File: src/verilog/rdmat_pkg.sv
// sizes fixed for a four-entry write buffer; changing N_ENTRIES also needs ENTRY_W updated by hand

//////////////////////////////////////////////////
// shared sizes and vector types for the
// DMA write buffer tracking logic
//////////////////////////////////////////////////

package rdmat_pkg;

   // number of write buffer entries in this tag slice
   localparam int N_ENTRIES = 4;

   // encoded entry index width
   // must cover N_ENTRIES
   localparam int ENTRY_W = 2;

   // miss-buffer id width, from mbctl
   localparam int MBID_W = 4;

   // one bit per entry
   // valid, dram req, acked, cam match, wordlines
   typedef logic [N_ENTRIES-1:0] entry_vec_t;

   // encoded entry number
   // used for the s1 write pick and the c3 evict index
   typedef logic [ENTRY_W-1:0] entry_idx_t;

   // dependent miss-buffer entry
   typedef logic [MBID_W-1:0] mbid_t;

endpackage

File: src/verilog/rdmat_entry_ctl.sv
// when every entry is valid the s1 pick reads 0 with an empty wordline; snpctl must not write then

module rdmat_entry_ctl import rdmat_pkg::*; (
   input  logic       rclk,
   input  logic       rst_n,

   // write strobe for the wordline picked last cycle
   input  logic       rdmatag_wr_en_s2,

   // clear wins over any set in the same cycle
   input  entry_vec_t reset_rdmat_vld,
   input  entry_vec_t set_rdmat_acked,

   // evict index arrives in c3, strobe in c4
   input  entry_idx_t rdma_entry_c3,
   input  logic       rdma_ev_en_c4,

   output entry_idx_t rdmat_wr_entry_s1,
   output entry_vec_t rdmat_wr_wl_s2,
   output entry_vec_t rdma_valid,
   output entry_vec_t rdma_dram_req,
   output entry_vec_t rdma_acked,
   output logic       or_rdmat_valid
);

   // one-hot lowest free entry
   entry_vec_t wr_ptr_s1;

   // evict entry index registered from c3 into c4
   entry_idx_t rdma_entry_c4;
   entry_vec_t ev_dram_c4;

   // next-state terms
   entry_vec_t valid_nxt;
   entry_vec_t dram_req_nxt;
   entry_vec_t acked_nxt;

   //////////////////////////////////////////////////
   // write pointer
   //////////////////////////////////////////////////

   // scan from the top down so the lowest free entry is left
   // all valid leaves the pointer empty and index 0
   always_comb begin
      wr_ptr_s1         = '0;
      rdmat_wr_entry_s1 = '0;
      for (int i = N_ENTRIES - 1; i >= 0; i--) begin
         if (!rdma_valid[i]) begin
            wr_ptr_s1         = '0;
            wr_ptr_s1[i]      = 1'b1;
            rdmat_wr_entry_s1 = entry_idx_t'(i);
         end
      end
   end

   // s2 wordline to tag and data arrays
   // plain pipeline of the s1 pick
   always_ff @(posedge rclk) begin
      if (!rst_n) begin
         rdmat_wr_wl_s2 <= '0;
      end else begin
         rdmat_wr_wl_s2 <= wr_ptr_s1;
      end
   end

   //////////////////////////////////////////////////
   // evict index into c4
   //////////////////////////////////////////////////

   always_ff @(posedge rclk) begin
      if (!rst_n) begin
         rdma_entry_c4 <= '0;
      end else begin
         rdma_entry_c4 <= rdma_entry_c3;
      end
   end

   // decode to a per-entry set
   // only when tagctl flags a completed wr64
   assign ev_dram_c4 = rdma_ev_en_c4 ? (entry_vec_t'(1) << rdma_entry_c4) : '0;

   //////////////////////////////////////////////////
   // per-entry status bits
   //////////////////////////////////////////////////

   // valid
   // set in s2 on the picked wordline, cleared after evict data drains
   assign valid_nxt = ((rdmat_wr_wl_s2 & {N_ENTRIES{rdmatag_wr_en_s2}}) | rdma_valid)
                      & ~reset_rdmat_vld;

   // dram req
   // entry is ready to go out to dram
   assign dram_req_nxt = (rdma_dram_req | ev_dram_c4) & ~reset_rdmat_vld;

   // acked by the dram controller
   // cleared along with valid
   assign acked_nxt = (rdma_acked | set_rdmat_acked) & ~reset_rdmat_vld;

   always_ff @(posedge rclk) begin
      if (!rst_n) begin
         rdma_valid    <= '0;
         rdma_dram_req <= '0;
         rdma_acked    <= '0;
      end else begin
         rdma_valid    <= valid_nxt;
         rdma_dram_req <= dram_req_nxt;
         rdma_acked    <= acked_nxt;
      end
   end

   // any entry waiting on dram, to wbctl
   assign or_rdmat_valid = |rdma_dram_req;

endmodule

File: src/verilog/rdmat_hit_pipe.sv
// fixed c2 to c4 pipe with no stall; the hit vector in c4 is only meaningful with its qualifier

module rdmat_hit_pipe import rdmat_pkg::*; (
   input  logic       rclk,
   input  logic       rst_n,

   input  entry_vec_t rdmat_cam_match_c2,
   input  entry_vec_t rdma_valid,
   input  entry_vec_t rdma_dram_req,
   input  entry_vec_t rdma_acked,

   // arbctl strobes
   input  logic       inst_vld_c2,
   input  logic       hit_off_c1,

   // miss buffer hit for the same instruction
   input  logic       mbctl_hit_c4,

   output logic       rdmatctl_hit_unqual_c2,
   output entry_vec_t hit_vec_c4,
   output logic       mbid_wr_en_c4
);

   logic       hit_off_c2;
   entry_vec_t hit_vec_c2;
   entry_vec_t hit_vec_c3;
   logic       hit_qual_c2;
   logic       hit_qual_c3;
   logic       hit_qual_c4;

   //////////////////////////////////////////////////
   // c2 hit
   //////////////////////////////////////////////////

   // hit-off lines up with the c2 cam result
   always_ff @(posedge rclk) begin
      if (!rst_n) begin
         hit_off_c2 <= 1'b0;
      end else begin
         hit_off_c2 <= hit_off_c1;
      end
   end

   // entry hits only when valid, issued to dram and still unacked
   // an acked entry is on its way out, so no new dependant
   assign hit_vec_c2 = rdmat_cam_match_c2 & rdma_valid & rdma_dram_req
                       & ~(rdma_acked | {N_ENTRIES{hit_off_c2}});

   assign rdmatctl_hit_unqual_c2 = |hit_vec_c2;

   // mbctl gets the unqualified term
   // the mbid write needs a real instruction
   assign hit_qual_c2 = rdmatctl_hit_unqual_c2 & inst_vld_c2;

   //////////////////////////////////////////////////
   // c3 and c4 stages
   //////////////////////////////////////////////////

   always_ff @(posedge rclk) begin
      if (!rst_n) begin
         hit_vec_c3  <= '0;
         hit_vec_c4  <= '0;
         hit_qual_c3 <= 1'b0;
         hit_qual_c4 <= 1'b0;
      end else begin
         hit_vec_c3  <= hit_vec_c2;
         hit_vec_c4  <= hit_vec_c3;
         hit_qual_c3 <= hit_qual_c2;
         hit_qual_c4 <= hit_qual_c3;
      end
   end

   // mb hit means the instruction already depends on a miss buffer entry
   assign mbid_wr_en_c4 = hit_qual_c4 & ~mbctl_hit_c4;

endmodule

File: src/verilog/rdmat_mbid_file.sv
// assumes at most one acked entry waits on a dependant at a time; all selected mbid-valid bits clear together

module rdmat_mbid_file import rdmat_pkg::*; (
   input  logic       rclk,
   input  logic       rst_n,

   // c4 write from the hit pipe
   input  entry_vec_t hit_vec_c4,
   input  logic       mbid_wr_en_c4,
   input  mbid_t      mbid_c4,

   // status from the controller
   input  entry_vec_t rdma_acked,
   input  entry_vec_t rdma_dram_req,

   // wakeup to mbctl
   output logic       rdmatctl_mbctl_dep_rdy_en,
   output mbid_t      rdmatctl_mbctl_dep_mbid,

   // evict pick to wbctl
   output entry_vec_t rdmat_pick_vec
);

   // per-entry dependent mbid
   mbid_t      mbid_q [N_ENTRIES];
   entry_vec_t mbid_vld;
   entry_vec_t mbid_vld_nxt;

   entry_vec_t sel_insert_c4;
   entry_vec_t sel_mbid;
   logic       or_mbid_vld;

   //////////////////////////////////////////////////
   // mbid write in c4
   //////////////////////////////////////////////////

   assign sel_insert_c4 = hit_vec_c4 & {N_ENTRIES{mbid_wr_en_c4}};

   // hit entries take the c4 mbid
   always_ff @(posedge rclk) begin
      for (int i = 0; i < N_ENTRIES; i++) begin
         if (sel_insert_c4[i]) begin
            mbid_q[i] <= mbid_c4;
         end
      end
   end

   //////////////////////////////////////////////////
   // wakeup select
   //////////////////////////////////////////////////

   // acked and waiting
   // the ack may land while the hit is still in c2..c4,
   // in which case the wakeup comes once mbid_vld sets
   assign sel_mbid = rdma_acked & mbid_vld;

   assign rdmatctl_mbctl_dep_rdy_en = |sel_mbid;

   // lowest selected among the lower entries
   // top entry is the default leg of the mux
   always_comb begin
      rdmatctl_mbctl_dep_mbid = mbid_q[N_ENTRIES-1];
      for (int i = N_ENTRIES - 2; i >= 0; i--) begin
         if (sel_mbid[i]) begin
            rdmatctl_mbctl_dep_mbid = mbid_q[i];
         end
      end
   end

   // set on insert, drop once woken
   assign mbid_vld_nxt = (mbid_vld | sel_insert_c4) & ~sel_mbid;

   always_ff @(posedge rclk) begin
      if (!rst_n) begin
         mbid_vld <= '0;
      end else begin
         mbid_vld <= mbid_vld_nxt;
      end
   end

   //////////////////////////////////////////////////
   // evict pick
   //////////////////////////////////////////////////

   // entries with a waiting miss go to dram first
   assign or_mbid_vld = |(rdma_dram_req & mbid_vld);

   assign rdmat_pick_vec = or_mbid_vld ? mbid_vld : rdma_dram_req;

endmodule

File: src/verilog/rdmat_top.sv
// all strobes are single-cycle with no back-pressure; reset is synchronous and must span a clock edge

//////////////////////////////////////////////////
// rdma write buffer tracking, top level
// controller plus hit pipe plus mbid file
//////////////////////////////////////////////////

module rdmat_top import rdmat_pkg::*; (
   input  logic       rclk,
   input  logic       rst_n,

   // allocation, from snpctl
   input  logic       rdmatag_wr_en_s2,

   // entry status updates, from wbctl
   input  entry_vec_t reset_rdmat_vld,
   input  entry_vec_t set_rdmat_acked,

   // eviction request, from arb and tagctl
   input  entry_idx_t rdma_entry_c3,
   input  logic       rdma_ev_en_c4,

   // cam lookup and pipe qualifiers
   input  entry_vec_t rdmat_cam_match_c2,
   input  logic       inst_vld_c2,
   input  logic       hit_off_c1,

   // miss buffer side
   input  logic       mbctl_hit_c4,
   input  mbid_t      mbid_c4,

   // to snpctl
   output entry_idx_t rdmat_wr_entry_s1,
   output entry_vec_t rdmat_wr_wl_s2,

   // to wbctl
   output logic       or_rdmat_valid,
   output entry_vec_t rdmat_pick_vec,

   // to mbctl
   output logic       rdmatctl_hit_unqual_c2,
   output logic       rdmatctl_mbctl_dep_rdy_en,
   output mbid_t      rdmatctl_mbctl_dep_mbid
);

   // per-entry status from the controller
   entry_vec_t rdma_valid;
   entry_vec_t rdma_dram_req;
   entry_vec_t rdma_acked;

   // c4 hit info into the mbid file
   entry_vec_t hit_vec_c4;
   logic       mbid_wr_en_c4;

   // status bits and write pointer
   rdmat_entry_ctl entry_ctl_i (
      .rclk              (rclk),
      .rst_n             (rst_n),
      .rdmatag_wr_en_s2  (rdmatag_wr_en_s2),
      .reset_rdmat_vld   (reset_rdmat_vld),
      .set_rdmat_acked   (set_rdmat_acked),
      .rdma_entry_c3     (rdma_entry_c3),
      .rdma_ev_en_c4     (rdma_ev_en_c4),
      .rdmat_wr_entry_s1 (rdmat_wr_entry_s1),
      .rdmat_wr_wl_s2    (rdmat_wr_wl_s2),
      .rdma_valid        (rdma_valid),
      .rdma_dram_req     (rdma_dram_req),
      .rdma_acked        (rdma_acked),
      .or_rdmat_valid    (or_rdmat_valid)
   );

   // c2 hit and pipe to c4
   rdmat_hit_pipe hit_pipe_i (
      .rclk                   (rclk),
      .rst_n                  (rst_n),
      .rdmat_cam_match_c2     (rdmat_cam_match_c2),
      .rdma_valid             (rdma_valid),
      .rdma_dram_req          (rdma_dram_req),
      .rdma_acked             (rdma_acked),
      .inst_vld_c2            (inst_vld_c2),
      .hit_off_c1             (hit_off_c1),
      .mbctl_hit_c4           (mbctl_hit_c4),
      .rdmatctl_hit_unqual_c2 (rdmatctl_hit_unqual_c2),
      .hit_vec_c4             (hit_vec_c4),
      .mbid_wr_en_c4          (mbid_wr_en_c4)
   );

   // dependent mbid storage, wakeup and evict pick
   rdmat_mbid_file mbid_file_i (
      .rclk                      (rclk),
      .rst_n                     (rst_n),
      .hit_vec_c4                (hit_vec_c4),
      .mbid_wr_en_c4             (mbid_wr_en_c4),
      .mbid_c4                   (mbid_c4),
      .rdma_acked                (rdma_acked),
      .rdma_dram_req             (rdma_dram_req),
      .rdmatctl_mbctl_dep_rdy_en (rdmatctl_mbctl_dep_rdy_en),
      .rdmatctl_mbctl_dep_mbid   (rdmatctl_mbctl_dep_mbid),
      .rdmat_pick_vec            (rdmat_pick_vec)
   );

endmodule

File: config.mk
export PLATFORM = sky130hd
export DESIGN_NAME = rdmat_top
export DESIGN_NICKNAME = d
export VERILOG_FILES = /design/src/verilog/rdmat_pkg.sv /design/src/verilog/rdmat_entry_ctl.sv /design/src/verilog/rdmat_hit_pipe.sv /design/src/verilog/rdmat_mbid_file.sv /design/src/verilog/rdmat_top.sv
export SDC_FILE = /design/constraint.sdc
export NUM_CORES = 1
export LEC_CHECK = 0
export ABC_CLOCK_PERIOD_IN_PS = 3400
export BUFFER_PORTS_ARGS = -buffer_cell sky130_fd_sc_hd__buf_2
export CORE_MARGIN = 3
export CORE_UTILIZATION = 56
export DETAILED_ROUTE_END_ITERATION = 12
export MAX_ROUTING_LAYER = met4
export PLACE_DENSITY = 0.81
export SYNTH_ARGS = -nofsm -noshare
export SYNTH_HDL_FRONTEND = slang
export SYNTH_SLANG_ARGS = --single-unit
File: constraint.sdc
create_clock -name rclk -period 3.4 [get_ports rclk]
set_clock_uncertainty 0.15 [all_clocks]
set_input_delay 1.02 -clock rclk [delete_from_list [all_inputs] [get_ports rclk]]
set_output_delay 1.02 -clock rclk [all_outputs]
set_load 0.02 [all_outputs]
* Yosys cells after proc, flatten, opt, wreduce, memory -nomap -nowiden *
Memories as Yosys holds them, arrays and structs flattened.
Cells that the tools add are included.

storage, ports and cells
  register bits after elaboration = 33
  memory bits (writable) = 16
  input bits = 25
  output and inout bits = 17
  word-level logic and storage cells = 66
  memories = 1

memories
  name                depth  bits a word  read ports  clocked after Yosys merged registers in  wr ports  RTL line               source
  mbid_file_i.mbid_q  4      4            4           0                                        4         rdmat_mbid_file.sv:25  mbid_t mbid_q [N_ENTRIES];

cells by class
  shifts and indexed selects = 1
  muxes and demuxes = 21
  bitwise logic cells = 22
  reductions and logical operators = 7

operator list
  operator                                                           number
  4-bit bitwise AND                                                  11
  4-bit 2-to-1 mux                                                   6
  4-bit bitwise OR                                                   5
  4-bit OR reduction                                                 4
  4-bit NOT                                                          3
  2-bit 2-to-1 mux                                                   5
  1-bit 2-to-1 mux                                                   9
  4-bit AND reduction                                                1
  1-bit by 2-bit << shifter with 4-bit output, first input constant  1
  3-bit 2-to-1 mux                                                   1
  3-bit AND reduction                                                1
  1-bit bitwise AND                                                  2
  2-bit AND reduction                                                1
  1-bit NOT                                                          1

* Longest topological paths before layout *
  depth in word-level cells = 5
  gate-level depth with buffers = 4
  depth with buffers taken out = 3

* By module *
From an unflattened synthesis, not the netlist that was laid out.

second synthesis, totals
  cells, all modules = 163
  area total of the unflattened synthesis = 1824.2 µm²

by module, submodules not included
  module           instances  cells an instance  area each (µm²)  seq. area each (µm²)
  rdmat_mbid_file  1          68                 864.6            560.5
  rdmat_entry_ctl  1          61                 584.3            360.3
  rdmat_hit_pipe   1          34                 375.4            220.2

* Worst setup path before layout *
Ideal clock, no wire load.

  path kind = input to output
  from = in rdmat_cam_match_c2[2]
  to = out rdmatctl_hit_unqual_c2
  arrival = 1.712 ns
  data required time = 2.230 ns
  path slack = 0.518 ns
  stages = 2
  buffers on the path = 0
  path through = or4b_1 nand4_1

on the way
  word-level cells in the longest chain between the ends = 4

RTL lines
  item                            RTL line              source
  start, declared                 rdmat_top.sv:24       input entry_vec_t rdmat_cam_match_c2,
  4-bit bitwise AND (2 in a row)  rdmat_hit_pipe.sv:46  assign hit_vec_c2 = rdmat_cam_match_c2 & rdma_valid & rdma_dram_req
  4-bit bitwise AND               rdmat_hit_pipe.sv:47  & ~(rdma_acked | {N_ENTRIES{hit_off_c2}});
  4-bit OR reduction              rdmat_hit_pipe.sv:49  assign rdmatctl_hit_unqual_c2 = |hit_vec_c2;
  end, declared                   rdmat_top.sv:41       output logic rdmatctl_hit_unqual_c2,

Every way passes these cells.

* Final worst setup path *
  from = reg mbid_file_i.mbid_vld[1]
  to = out rdmat_pick_vec[2]

on the way
  word-level cells in the longest chain between the ends = 3

RTL lines
  item                    RTL line               source
  start, declared         rdmat_mbid_file.sv:26  entry_vec_t mbid_vld;
  start signal, assigned  rdmat_mbid_file.sv:77  mbid_vld <= mbid_vld_nxt;
  4-bit bitwise AND       rdmat_mbid_file.sv:86  assign or_mbid_vld = |(rdma_dram_req & mbid_vld);
  4-bit OR reduction      rdmat_mbid_file.sv:86
  4-bit 2-to-1 mux        rdmat_mbid_file.sv:88  assign rdmat_pick_vec = or_mbid_vld ? mbid_vld : rdma_dram_req;
  end, declared           rdmat_top.sv:38        output entry_vec_t rdmat_pick_vec,

Every way passes these cells.

==> results by group <==
Placed design
  – Routability cong.: around 0.83
  – Post-DP HPWL: approximately 2800 µm
  – Placed Cells: 242
  – Port bufs: 41

Global route
  – Number of global-route vias before repair: 1331
  – Gr ovfl total: 0
  – GR Util All Layers: between 20 and 25%
  – First-pass GRT wire length: ~6400 µm
  – Antenna violations before repair: 0
  – Largest net degree at the start of global routing: 19

Route
  – Initial DRC Count: roughly 130
  – Via count: between 1000 and 1500
  – ANT nets after route: 0
  – DR vias/cell: 5.54
  – Drt drc: 0
  – Drt total wl: a little under 4000 µm
  – Drt wl/cell: between 15 and 20 µm
  – First-pass detailed-route iteration total: 4

STA
  – Setup Viol. Count Final: 0
  – Setup TNS: 0 ns
  – Max-slew violations: 0
  – Worst-Margin Slew: about 0.45 ns
  – Slew Limit Headroom: between 70% and 80%
  – Crit path time final: just over 3 ns
  – Crit share post-route: 90.5%
  – Fmax: between 0.3 and 0.4 GHz
  – Hold Fails Final Rpt: 0
  – RSZ-0062 raised after global routing: no

CTS
  – Clock buffer count from CTS: 5
  – CTS HTree Levels: 2
  – Post-CTS Setup Repair Bufs: 0
  – Later-pin clock latency in the skew report: 0.37 ns
  – CTS tree: yes
  – Register clock-pin slew on the reported worst setup and hold paths: around 0.14 ns
  – Root Buffer: clkbuf_4
  – Deepest clock path buffer count: 2
  – Cts repair resizes: 0
  – Post-CTS Hold Fix Bufs: 0
  – Clk sinks: between 40 and 50

Pwr
  – Combinational share of power: 4.7%
  – Lkg Pwr: slightly below 0.9 nW
  – Switching power: 0.221 mW
  – Switching Share: between 20% and 30%
  – Power Dens Cells: between 400 and 500 nW/µm²
  – Sequential share of power: about 66%
  – Int Pwr: slightly above 0.7 mW
  – Clock network power share: 29.0%
  – Max rail drop VDD: 0.352 mV

Cells and area
  – Share of layout cells above drive strength 1: approximately 24%
  – Layout area overhead: 16.7%
  – Multi-input logic area: between 600 and 700 µm²
  – Non-Filler Instances: 250
  – Final #Nets: between 200 and 250
  – FF/Latch Area: 1140 µm²
  – Inserted Diodes: 0
  – FILL cells: roughly 230

Setup path
  – Crit Path Max Fanout: 8
  – Crit path max-delay family: compound AO/OA/AOI/OAI gates
  – Crit-path max cell delay: ~0.48 ns
  – CP arrival: ~1.9 ns
  – Crit path required time: roughly 2.2 ns
  – Crit-path slowest cell: a222oi_1
  – Crit Path Class: reg -> out
  – Worst-path cell chain: a222oi_1 > nand2_2 > mux2_1 > buf_2
  – Crit end category: primary output
  – CP Launch Type: flop
  – Crit path buf inv count: 1

Flow run
  – Max-Cap Viols: 0

Floorplanning
  – Num rows: 19
  – Num ports: 42
  – Die area: just under 4000 µm²
  – Die width: roughly 62 µm
  – Initial core utilization: around three fifths
  – Area of the core: ~2900 µm²
  – Chip height: 62.5 µm

Yosys
  – Mapped Area: 1790 µm²
  – Syn. warnings: 0
  – Syn Nets: roughly 190
  – Post-synthesis register bit count: 49
  – Synth unique cells: 29
  – Sequential share of the synthesized area: 63.9%
  – Mean Syn Cell Area: 11.0 µm²
  – Syn Inst Count: roughly 160

Status
  – Outcome: finished clean

Hold path
  – Worst hold path type: reg -> reg
-- layout make-up --
class | count | area share (%)
clock inverter | 3 | 1.02
clock buffer | 5 | 1.80
timing repair buffer | 41 | 9.84
sequential | 49 | 54.7
tap | 42 | 2.52
inverter | 3 | 0.540
multi-input combinational | 107 | 29.5
-- stage by stage --
stage / power (mW) / utilization (%) / setup WS, ns / area (µm²) / hold WS (ns)
floorplan: 0.648 / - / 0.518 / 1790 / 0.262
global placement: 0.673 / 69.8 / 0.345 / 2030 / 0.268
detailed placement: 0.675 / 69.8 / 0.344 / 2030 / 0.275
CTS: 0.938 / 71.9 / 0.315 / 2080 / 0.299
global route: 0.974 / 71.9 / 0.168 / 2080 / 0.319
finish: 0.933 / 71.9 / 0.323 / 2080 / 0.296
-- layout by cell type (no fill, tap or decap), types with 7 or more instances in the layout --
cell | netlist | layout
a21oi_1 | 7 | 7
and2_1 | 12 | 12
buf_2 | 0 | 41
dfxtp_1 | 33 | 33
edfxtp_1 | 16 | 16
nand2_1 | 10 | 10
nand2b_1 | 7 | 7
nand3_1 | 7 | 7
nor2_1 | 24 | 24
o21ai_0 | 8 | 8
-- per-layer routing --
layer / GRT usage [%] / part of all wire [%] / vias up
li1: - / - / 671
met4: 7.44 / 1.7 / 0
met3: 7.37 / 8.1 / 6
met5: - / 0 / -
met1: 27.4 / 43 / 655
met2: 32.9 / 47 / 54
-- path summary, 6_finish.rpt --
check	from	cells after the start	to	slack [ns]
setup reg to reg	entry_ctl_i.rdma_dram_req[2]	3	hit_pipe_i.hit_qual_c3	1.92
setup / recovery	mbid_file_i.mbid_vld[1]	4	rdmat_pick_vec[2]	0.32
hold reg to reg	hit_pipe_i.hit_vec_c3[3]	1	hit_pipe_i.hit_vec_c4[3]	0.30
hold / removal	hit_pipe_i.hit_vec_c3[3]	1	hit_pipe_i.hit_vec_c4[3]	0.30
-- synth_stat cells --
library cell	count	share of area, %
a21boi_0	1	0.42
a21oi_1	7	2.0
a221oi_1	4	2.0
a222oi_1	1	0.56
a31oi_1	4	1.4
a41oi_1	1	0.49
and2_1	12	4.2
and3_1	4	1.4
buf_6	1	0.63
clkbuf_1	2	0.42
dfxtp_1	33	37
edfxtp_1	16	27
inv_1	3	0.63
mux2_1	3	1.9
mux2_2	1	0.63
nand2_1	10	2.1
nand2_2	1	0.35
nand2b_1	7	2.5
nand3_1	7	2.0
nand3b_1	2	0.84
nand4_1	2	0.70
nor2_1	24	5.0
nor2b_1	1	0.35
nor3b_1	2	0.84
nor4bb_1	1	0.56
o211a_1	2	1.1
o21ai_0	8	2.2
or4_1	1	0.42
or4b_1	1	0.56
-- flip-flops by register name, summed over array words and instances (netlist names) --
name	flops
mbid_file_i.mbid_vld	4
hit_pipe_i.hit_vec_c4	4
mbid_file_i.mbid_q	16
entry_ctl_i.rdmat_wr_wl_s2	4
entry_ctl_i.rdma_dram_req	4
hit_pipe_i.hit_qual_c3	1
entry_ctl_i.rdma_acked	4
hit_pipe_i.hit_qual_c4	1
entry_ctl_i.rdma_valid	4
hit_pipe_i.hit_off_c2	1
entry_ctl_i.rdma_entry_c4	2
hit_pipe_i.hit_vec_c3	4
-- cells by family (layout without fill, tap and decap cells) --
logic type | Yosys count | in the layout | share of synthesized area (%)
buffers and inverters | 6 | 52 | 1.68
multiplexers | 4 | 4 | 2.52
AO/OA/AOI/OAI | 28 | 28 | 10.2
AND/OR/NAND/NOR | 75 | 75 | 21.8
flip-flops | 49 | 49 | 63.9
-- power groups by stage --
| stage | logic, mW | clock network (mW) | registers [mW] |
|---|---|---|---|
| 6_report | 0.0441 | 0.270 | 0.619 |
| 5_1_grt | 0.0489 | 0.305 | 0.620 |
| 4_1_cts | 0.0442 | 0.275 | 0.619 |
| 3_5_place_dp | 0.0439 | 0 | 0.632 |
| 3_3_place_gp | 0.0419 | 0 | 0.631 |
| 2_1_floorplan | 0.0183 | 0 | 0.630 |
Power figures use the tool's default switching activity.
